$ cat src/verilog/arbiter_pkg.sv
// Shared widths and types; word addresses only, whole-word data with no byte strobes
`default_nettype none

package arbiter_pkg;

  // Width of pwdata and prdata on every APB link
  localparam int data_width = 32;

  // Word address width; memory depth is limited to 2**addr_width words
  localparam int addr_width = 8;

  // Request mux phases toward the memory
  typedef enum logic [1:0] {
    IDLE,
    SETUP,
    ACCESS
  } mux_state_t;

  // Completion as held by a port buffer until its master sees pready
  typedef struct packed {
    logic                  error;
    logic [data_width-1:0] rdata;
  } resp_t;

endpackage

`default_nettype wire
$ cat src/verilog/apb_if.sv
// APB link between the request mux and the memory; no pprot or pstrb, whole-word writes
`default_nettype none

interface apb_if;
  import arbiter_pkg::*;

  // Requester side
  logic                  psel;
  logic                  penable;
  logic                  pwrite;
  logic [addr_width-1:0] paddr;
  logic [data_width-1:0] pwdata;

  // Completer side
  logic [data_width-1:0] prdata;
  logic                  pready;
  logic                  pslverr;

  modport requester (
    output psel, penable, pwrite, paddr, pwdata,
    input  prdata, pready, pslverr
  );

  modport completer (
    input  psel, penable, pwrite, paddr, pwdata,
    output prdata, pready, pslverr
  );

endinterface

`default_nettype wire

$ cat src/verilog/apb_shared_memory.sv
// NUM_PORTS >= 2 APB masters share one memory; port 0 never times out; 4-cycle best latency
`default_nettype none

module apb_shared_memory #(
  parameter int NUM_PORTS = 4,
  parameter int DEPTH     = 16,
  parameter int TIMEOUT   = 4,
  parameter     VARIANT   = "fast"
) (
  input  wire logic                                              clock,
  input  wire logic                                              resetn,
  input  wire logic [NUM_PORTS-1:0]                              psel,
  input  wire logic [NUM_PORTS-1:0]                              penable,
  input  wire logic [NUM_PORTS-1:0]                              pwrite,
  input  wire logic [NUM_PORTS-1:0][arbiter_pkg::addr_width-1:0] paddr,
  input  wire logic [NUM_PORTS-1:0][arbiter_pkg::data_width-1:0] pwdata,
  output logic      [NUM_PORTS-1:0][arbiter_pkg::data_width-1:0] prdata,
  output logic      [NUM_PORTS-1:0]                              pready,
  output logic      [NUM_PORTS-1:0]                              pslverr
);
  import arbiter_pkg::*;

  logic [NUM_PORTS-1:0]                  pending;
  logic [NUM_PORTS-1:0]                  grant;
  logic                                  enable;
  logic [NUM_PORTS-1:0]                  done;
  logic [data_width-1:0]                 done_rdata;
  logic                                  done_error;
  logic [NUM_PORTS-1:0]                  req_write;
  logic [NUM_PORTS-1:0][addr_width-1:0]  req_addr;
  logic [NUM_PORTS-1:0][data_width-1:0]  req_wdata;

  // Shared link to the memory
  apb_if memory_bus ();

  // One front end per requester
  for (genvar k = 0; k < NUM_PORTS; k++) begin : gen_port
    apb_port_buffer apb_port_buffer_inst (
      .clock      (clock),
      .resetn     (resetn),
      .psel       (psel[k]),
      .penable    (penable[k]),
      .pwrite     (pwrite[k]),
      .paddr      (paddr[k]),
      .pwdata     (pwdata[k]),
      .prdata     (prdata[k]),
      .pready     (pready[k]),
      .pslverr    (pslverr[k]),
      .pending    (pending[k]),
      .req_write  (req_write[k]),
      .req_addr   (req_addr[k]),
      .req_wdata  (req_wdata[k]),
      .done       (done[k]),
      .done_rdata (done_rdata),
      .done_error (done_error)
    );
  end

  timeout_static_priority_arbiter #(
    .NUM_PORTS (NUM_PORTS),
    .TIMEOUT   (TIMEOUT),
    .VARIANT   (VARIANT)
  ) timeout_static_priority_arbiter_inst (
    .clock    (clock),
    .resetn   (resetn),
    .enable   (enable),
    .requests (pending),
    .grant    (grant)
  );

  apb_request_mux #(
    .NUM_PORTS (NUM_PORTS)
  ) apb_request_mux_inst (
    .clock      (clock),
    .resetn     (resetn),
    .pending    (pending),
    .grant      (grant),
    .enable     (enable),
    .port_addr  (req_addr),
    .port_wdata (req_wdata),
    .port_write (req_write),
    .done       (done),
    .done_rdata (done_rdata),
    .done_error (done_error),
    .memory     (memory_bus.requester)
  );

  apb_register_memory #(
    .DEPTH (DEPTH)
  ) apb_register_memory_inst (
    .clock  (clock),
    .resetn (resetn),
    .bus    (memory_bus.completer)
  );

endmodule

`default_nettype wire

$ cat src/verilog/apb_register_memory.sv
// DEPTH from 2 to 2**addr_width words; contents clear on reset; no wait states
`default_nettype none

module apb_register_memory #(
  parameter int DEPTH = 16
) (
  input wire logic  clock,
  input wire logic  resetn,
  apb_if.completer  bus
);
  import arbiter_pkg::*;

  localparam int index_width = (DEPTH > 1) ? $clog2(DEPTH) : 1;

  logic [data_width-1:0]  words [DEPTH];
  logic                   access;
  logic                   in_range;
  logic [index_width-1:0] word_index;

  assign access   = bus.psel & bus.penable;
  assign in_range = (bus.paddr < DEPTH);

  // Only meaningful while in_range holds
  assign word_index = bus.paddr[index_width-1:0];

  // Every access phase completes at once
  assign bus.pready  = access;
  assign bus.pslverr = access & ~in_range;

  // Out of range reads return zero
  assign bus.prdata = in_range ? words[word_index] : '0;

  always_ff @(posedge clock or negedge resetn) begin
    if (!resetn) begin
      for (int k = 0; k < DEPTH; k++) begin
        words[k] <= '0;
      end
    end else if (access && bus.pwrite && in_range) begin
      words[word_index] <= bus.pwdata;
    end
  end

endmodule

`default_nettype wire

$ cat src/verilog/apb_request_mux.sv
// Grant must be one-hot; NUM_PORTS >= 2; tolerates wait states though the memory has none
`default_nettype none

module apb_request_mux #(
  parameter int NUM_PORTS = 4
) (
  input  wire logic                                               clock,
  input  wire logic                                               resetn,
  input  wire logic [NUM_PORTS-1:0]                               pending,
  input  wire logic [NUM_PORTS-1:0]                               grant,
  output logic                                                    enable,
  input  wire logic [NUM_PORTS-1:0][arbiter_pkg::addr_width-1:0]  port_addr,
  input  wire logic [NUM_PORTS-1:0][arbiter_pkg::data_width-1:0]  port_wdata,
  input  wire logic [NUM_PORTS-1:0]                               port_write,
  output logic      [NUM_PORTS-1:0]                               done,
  output logic      [arbiter_pkg::data_width-1:0]                 done_rdata,
  output logic                                                    done_error,
  apb_if.requester                                                memory
);
  import arbiter_pkg::*;

  localparam int index_width = $clog2(NUM_PORTS);

  mux_state_t             state;
  mux_state_t             next_state;
  logic [index_width-1:0] selected;
  logic [index_width-1:0] winner;
  logic                   start;

  // One-hot grant to port index
  always_comb begin
    winner = '0;
    for (int k = 0; k < NUM_PORTS; k++) begin
      if (grant[k]) begin
        winner = index_width'(k);
      end
    end
  end

  // A round counts only when the grant matches a live request
  assign start  = |(grant & pending);
  assign enable = (state == IDLE);

  always_comb begin
    next_state = state;
    case (state)
      IDLE:    if (start) next_state = SETUP;
      SETUP:   next_state = ACCESS;
      ACCESS:  if (memory.pready) next_state = IDLE;
      default: next_state = IDLE;
    endcase
  end

  always_ff @(posedge clock or negedge resetn) begin
    if (!resetn) begin
      state    <= IDLE;
      selected <= '0;
    end else begin
      state <= next_state;
      if (state == IDLE && start) begin
        selected <= winner;
      end
    end
  end

  // Winning port drives the memory link for the whole transfer
  assign memory.psel    = (state != IDLE);
  assign memory.penable = (state == ACCESS);
  assign memory.pwrite  = port_write[selected];
  assign memory.paddr   = port_addr[selected];
  assign memory.pwdata  = port_wdata[selected];

  // Completion goes back to the selected port only
  always_comb begin
    done = '0;
    if (state == ACCESS && memory.pready) begin
      done[selected] = 1'b1;
    end
  end

  assign done_rdata = memory.prdata;
  assign done_error = memory.pslverr;

endmodule

`default_nettype wire

$ cat src/verilog/apb_port_buffer.sv
// One access outstanding per port; the master must hold its request until pready
`default_nettype none

module apb_port_buffer (
  input  wire logic                              clock,
  input  wire logic                              resetn,
  input  wire logic                              psel,
  input  wire logic                              penable,
  input  wire logic                              pwrite,
  input  wire logic [arbiter_pkg::addr_width-1:0] paddr,
  input  wire logic [arbiter_pkg::data_width-1:0] pwdata,
  output logic      [arbiter_pkg::data_width-1:0] prdata,
  output logic                                   pready,
  output logic                                   pslverr,
  output logic                                   pending,
  output logic                                   req_write,
  output logic      [arbiter_pkg::addr_width-1:0] req_addr,
  output logic      [arbiter_pkg::data_width-1:0] req_wdata,
  input  wire logic                              done,
  input  wire logic [arbiter_pkg::data_width-1:0] done_rdata,
  input  wire logic                              done_error
);
  import arbiter_pkg::*;

  logic  access;
  resp_t response;

  // Access phase of the attached master
  assign access = psel & penable;

  // Request fields reach the mux straight from the master, which holds them stable
  assign req_write = pwrite;
  assign req_addr  = paddr;
  assign req_wdata = pwdata;

  always_ff @(posedge clock or negedge resetn) begin
    if (!resetn) begin
      pending <= 1'b0;
      pready  <= 1'b0;
    end else begin
      // Done is a single-cycle pulse, so pready lasts one cycle too
      pready <= done;
      if (done) begin
        pending <= 1'b0;
      end else if (access && !pending && !pready) begin
        // Skip the cycle where the finished transfer is still in its access phase
        pending <= 1'b1;
      end
    end
  end

  // Completion data kept for the pready cycle
  always_ff @(posedge clock) begin
    if (done) begin
      response.error <= done_error;
      response.rdata <= done_rdata;
    end
  end

  assign prdata = response.rdata;

  // Error is only meaningful alongside pready
  assign pslverr = pready & response.error;

endmodule

`default_nettype wire

$ cat src/verilog/timeout_static_priority_arbiter.sv
// Needs NUM_PORTS >= 2 and TIMEOUT >= 1; state only moves on cycles with enable high
`default_nettype none

module timeout_static_priority_arbiter #(
  parameter int NUM_PORTS = 4,
  parameter int TIMEOUT   = 4,
  parameter     VARIANT   = "fast"
) (
  input  wire logic                 clock,
  input  wire logic                 resetn,
  input  wire logic                 enable,
  input  wire logic [NUM_PORTS-1:0] requests,
  output logic      [NUM_PORTS-1:0] grant
);

  // Countdown wide enough to hold TIMEOUT-1, at least one bit
  localparam int count_width = (TIMEOUT > 1) ? $clog2(TIMEOUT) : 1;
  localparam logic [count_width-1:0] reload_value = count_width'(TIMEOUT - 1);

  // Channel 0 always wins, so it has no countdown
  logic [count_width-1:0] countdown [NUM_PORTS-1:1];

  // Pending but lost in the last round
  logic [NUM_PORTS-1:1] not_granted;

  logic [NUM_PORTS-1:1] timed_out;
  logic [NUM_PORTS-1:1] decrement;
  logic [NUM_PORTS-1:1] reload;
  logic [NUM_PORTS-1:0] priority_requests;

  for (genvar k = 1; k < NUM_PORTS; k++) begin : gen_timed_out
    assign timed_out[k] = not_granted[k] & (countdown[k] == '0);
  end

  // Count a lost round only while still asking and not yet promoted
  assign decrement = not_granted & requests[NUM_PORTS-1:1] & ~timed_out;

  // A promoted channel starts over once it is served
  assign reload = timed_out & grant[NUM_PORTS-1:1];

  always_ff @(posedge clock or negedge resetn) begin
    if (!resetn) begin
      not_granted <= '0;
      for (int k = 1; k < NUM_PORTS; k++) begin
        countdown[k] <= reload_value;
      end
    end else if (enable) begin
      // History only advances once per arbitration round
      not_granted <= requests[NUM_PORTS-1:1] & ~grant[NUM_PORTS-1:1];
      for (int k = 1; k < NUM_PORTS; k++) begin
        if (decrement[k]) begin
          countdown[k] <= countdown[k] - 1'b1;
        end else if (reload[k]) begin
          countdown[k] <= reload_value;
        end
      end
    end
  end

  // Timed-out channels hide every other request from the core
  assign priority_requests = (|timed_out) ? {timed_out, 1'b0} : requests;

  static_priority_arbiter #(
    .NUM_PORTS (NUM_PORTS),
    .VARIANT   (VARIANT)
  ) static_priority_arbiter_inst (
    .requests (priority_requests),
    .grant    (grant)
  );

endmodule

`default_nettype wire

$ cat src/verilog/static_priority_arbiter.sv
// Purely combinational; any VARIANT other than "fast" builds the ripple form
`default_nettype none

module static_priority_arbiter #(
  parameter int NUM_PORTS = 4,
  parameter     VARIANT   = "fast"
) (
  input  wire logic [NUM_PORTS-1:0] requests,
  output logic      [NUM_PORTS-1:0] grant
);

  generate
    if (VARIANT == "fast") begin : gen_fast
      // Two's complement keeps only the lowest set bit
      assign grant = requests & (~requests + 1'b1);
    end else begin : gen_small
      // Each stage blocks everything above the first request seen
      logic [NUM_PORTS:0] blocked;

      assign blocked[0] = 1'b0;

      for (genvar k = 0; k < NUM_PORTS; k++) begin : gen_chain
        assign grant[k]     = requests[k] & ~blocked[k];
        assign blocked[k+1] = blocked[k] | requests[k];
      end
    end
  endgenerate

endmodule

`default_nettype wire

$ cat config.mk
export PLATFORM = sky130hd
export DESIGN_NAME = apb_shared_memory
export DESIGN_NICKNAME = d
export VERILOG_FILES = /design/src/verilog/arbiter_pkg.sv /design/src/verilog/apb_if.sv /design/src/verilog/apb_shared_memory.sv /design/src/verilog/apb_register_memory.sv /design/src/verilog/apb_request_mux.sv /design/src/verilog/apb_port_buffer.sv /design/src/verilog/timeout_static_priority_arbiter.sv /design/src/verilog/static_priority_arbiter.sv
export SDC_FILE = /design/constraint.sdc
export NUM_CORES = 1
export LEC_CHECK = 0
export BUFFER_PORTS_ARGS = -buffer_cell sky130_fd_sc_hd__buf_2
export CORE_MARGIN = 3
export CORE_UTILIZATION = 54
export CTS_CLUSTER_DIAMETER = 100
export DETAILED_ROUTE_END_ITERATION = 12
export GPL_ROUTABILITY_DRIVEN = 1
export PLACE_DENSITY = 0.74
export SYNTH_ARGS = -nofsm -noshare
export SYNTH_HDL_FRONTEND = slang
export SYNTH_SLANG_ARGS = --single-unit
export TNS_END_PERCENT = 20
$ cat constraint.sdc
create_clock -name clock -period 4.3 [get_ports clock]
set_input_delay 0.215 -clock clock [delete_from_list [all_inputs] [get_ports clock]]
set_output_delay 0.215 -clock clock [all_outputs]
set_load 0.05 [all_outputs]
==> out/qor.yml <==
place:
  placed_area_um2: 32400
  place.gp.congestion: 0.789
  hpwl_um: 47800
  portBuffers: 309
synthesis:
  synth_top_area_frac: 0.426
  syn_area_um2: 31000
  synth_edf_count: 132
  synth.top_cells.by_area: "dfrtp_1, mux2_2, edfxtp_1"
  yosys_warnings: 0
  synth_fp_nets: 2433
  synth_top_area_cell: "dfrtp_1"
  synthTopCellsByCount: "mux2_2, dfrtp_1, nand2_1"
  synth.avg_cell_area_um2: 13.7
  postSynthCellCount: 2256
  synth_most_common_cell: "mux2_2"
  ys.flop_type: "dfrtp_1"
  ys_seq_area_frac: 0.559
  synthDistinctLibCells: 56
  synth-async-reset-ratio: 0.802
  ys_ff_latch: 665
grt:
  overflow: 0
  use_met1: 0.361
  busiest_layer: "met2"
  grtUsageMet3: 0.0427
  grtUsageMet2: 0.430
  grt_max_degree: 114
  first_global_vias: 19871
  antenna_found_initial: 0
  grtUsageTotal: 0.260
  grt_pass1_wl_um: 119000
sta:
  min_period_ps: 3890
  finalHoldViolations: 0
  fin_crit_sh: 0.906
  tns_ps: 0
  tightest_slew_ps: 1270
  final_max_slew_viol_count: 0
  setup_viol: 0
  relSlewSlack: 0.148
  hold_ws_ps: 231
  clock.fmax_mhz: 257
  rsz0062_at_grt: "false"
  finClkSkew_ps: 34.7
layout:
  diodes: 0
  area_delta_synth_final_pct: 12.3
  drive_above_1_share: 0.454
  nets: 2587
  final_area_um2: 34800
  final_util: 0.614
status:
  status: "finished clean"
floorplan:
  pin_count: 310
  core_area_um2: 56600
  design.die.area_um2: 60200
  rows: 87
  die_x_um: 245
  dieHeight_um: 245
  initial_utilization: 0.547
pwr:
  p_leak_nw: 16.9
  pwr-share-seq: 0.395
  clock_power_share: 0.316
  switching_power_mw: 6.40
  p_sw_frac: 0.342
  combPwrFrac: 0.288
  vdd_ir_drop_max_v: 0.000520
  p_int_mw: 12.3
  power_density_nw_per_um2: 539
critical_path:
  crit_top_cell: "buf_12"
  critPathTopFamily: "compound AO/OA/AOI/OAI gates"
  reg2reg_from: "apb_request_mux_inst.selected[0]$_DFFE_PN0P_"
  path_buf_inv: 2
  cp.arrival_ps: 4120
  startpoint_type: "register"
  critical_path_class: "reg -> reg"
  cp_slowest_cell: "o311ai_0"
  reg2reg_setup_slack_ps: 410
  cp-end-kind: "register"
  crit_required_ps: 4530
  critPathMaxStageDelay_ps: 1070
  r2r-end: "gen_port[1].apb_port_buffer_inst.prdata[9]$_DFFE_PP_"
  path_cells: "mux4_4 -> buf_12 -> buf_12 -> mux2_2 -> o22ai_1 -> o311ai_0"
  crit_path_max_fanout: 57
  ff2ff_path_depth: 6
routing:
  drt_first_pass_iters: 5
  drc: 0
  drt_wl_total_um: 78800
  viasPerCell: 5.96
  wl_per_cell_um: 24.5
  initialDrtViolationCount: 1603
  dr_total_vias: 19177
  detail-route-antenna-nets: 0
clock_network:
  cts.sinks: 665
  clock_latency_ps: 620
  clk_pin_slew_worst_paths_ps: 60
  clockBufferDepth: 3
  cts_resized: 0
  htree_levels: 3
  cts_buffers: 69
  cts_tree: "yes"
  cts_root_buffer: "clkbuf_16"
flow_run:
  maxCapViolCount: 0
min_path:
  min_path_type: "in -> async"
==> layer usage <==
layer,routed length (µm),share of wire
met4,1480,0.019
met3,5030,0.064
met2,38300,0.49
met1,34000,0.43
met5,0,0
==> power groups by stage <==
| stage | registers (mW) | clock network (mW) | logic (mW) |
|---|---|---|---|
| 2_1_floorplan | 7.36 | 0 | 3.88 |
| 3_3_place_gp | 7.48 | 0 | 5.24 |
| 3_5_place_dp | 7.52 | 0 | 5.34 |
| 4_1_cts | 7.41 | 6.03 | 5.39 |
| 5_1_grt | 7.47 | 6.28 | 5.76 |
| 6_report | 7.41 | 5.93 | 5.40 |
==> sequential cells by signal (all words and copies together) (netlist names) <==
register                                          count
apb_register_memory_inst.words                      512
apb_request_mux_inst.selected                         2
apb_request_mux_inst.state                            2
gen_port.apb_port_buffer_inst.pending                 4
gen_port.apb_port_buffer_inst.prdata                128
gen_port.apb_port_buffer_inst.pready                  4
gen_port.apb_port_buffer_inst.response                4
timeout_static_priority_arbiter_inst.countdown        6
timeout_static_priority_arbiter_inst.not_granted      3
==> cell usage in the layout, fill, tap and decap left out, types with 31 or more instances in the layout <==
master / count
a211oi_1: 34
a31o_2: 31
and2_1: 37
buf_2: 310
buf_4: 47
clkbuf_16: 74
dfrtp_1: 525
edfxtp_1: 132
mux2_1: 42
mux2_2: 536
mux2i_1: 137
mux4_2: 35
nand2_1: 204
nand3_1: 66
o22ai_1: 31
==> logic make-up after synthesis <==
logic type,count (synthesis),synth area share
AO/OA/AOI/OAI,158,0.0394
adder cells (fa/ha/maj),3,0.00121
buffers and inverters,312,0.0603
flip-flops,665,0.559
multiplexers,753,0.282
AND/OR/NAND/NOR,365,0.0582
==> final cells by class <==
| cell class | instances | area (µm²) |
|---|---|---|
| fill | 4258 | 21800 |
| sequential | 665 | 17300 |
| multi-input combinational | 1279 | 11900 |
| timing repair buffer | 384 | 2350 |
| clock buffer | 106 | 2060 |
| tap | 756 | 946 |
| clock inverter | 17 | 184 |
| inverter | 11 | 41.3 |
==> metrics by stage <==
stage | power [mW] | setup slack, ps | cells
final | 18.7 | 405 | 3218
after global routing | 19.5 | 297 | 3218
after CTS | 18.8 | 298 | 3217
after detailed placement | 12.9 | 321 | 3085
after global placement | 12.7 | 301 | 3084
after floorplan | 11.2 | 239 | 2256
==> repair_timing <==
item,CTS,global route
hold buffers,9,0
endpoints found under the hold margin,103,0
setup buffers,0,0
==> worst max-delay path by stage <==
stage / from / endpoint / slack, ps / cells past startpoint
after floorplan: apb_request_mux_inst.selected[0]$_DFFE_PN0P_ / gen_port[1].apb_port_buffer_inst.prdata[0]$_DFFE_PP_ / 240 / 3
after global placement: apb_request_mux_inst.selected[0]$_DFFE_PN0P_ / gen_port[3].apb_port_buffer_inst.prdata[3]$_DFFE_PP_ / 300 / 5
after detailed placement: apb_request_mux_inst.selected[0]$_DFFE_PN0P_ / gen_port[1].apb_port_buffer_inst.prdata[5]$_DFFE_PP_ / 320 / 6
after CTS: apb_request_mux_inst.selected[0]$_DFFE_PN0P_ / gen_port[1].apb_port_buffer_inst.prdata[5]$_DFFE_PP_ / 300 / 5
after global routing: apb_request_mux_inst.selected[0]$_DFFE_PN0P_ / gen_port[2].apb_port_buffer_inst.prdata[9]$_DFFE_PP_ / 300 / 6
final: apb_request_mux_inst.selected[0]$_DFFE_PN0P_ / gen_port[1].apb_port_buffer_inst.prdata[9]$_DFFE_PP_ / 410 / 6
Power figures use the tool's default switching activity.
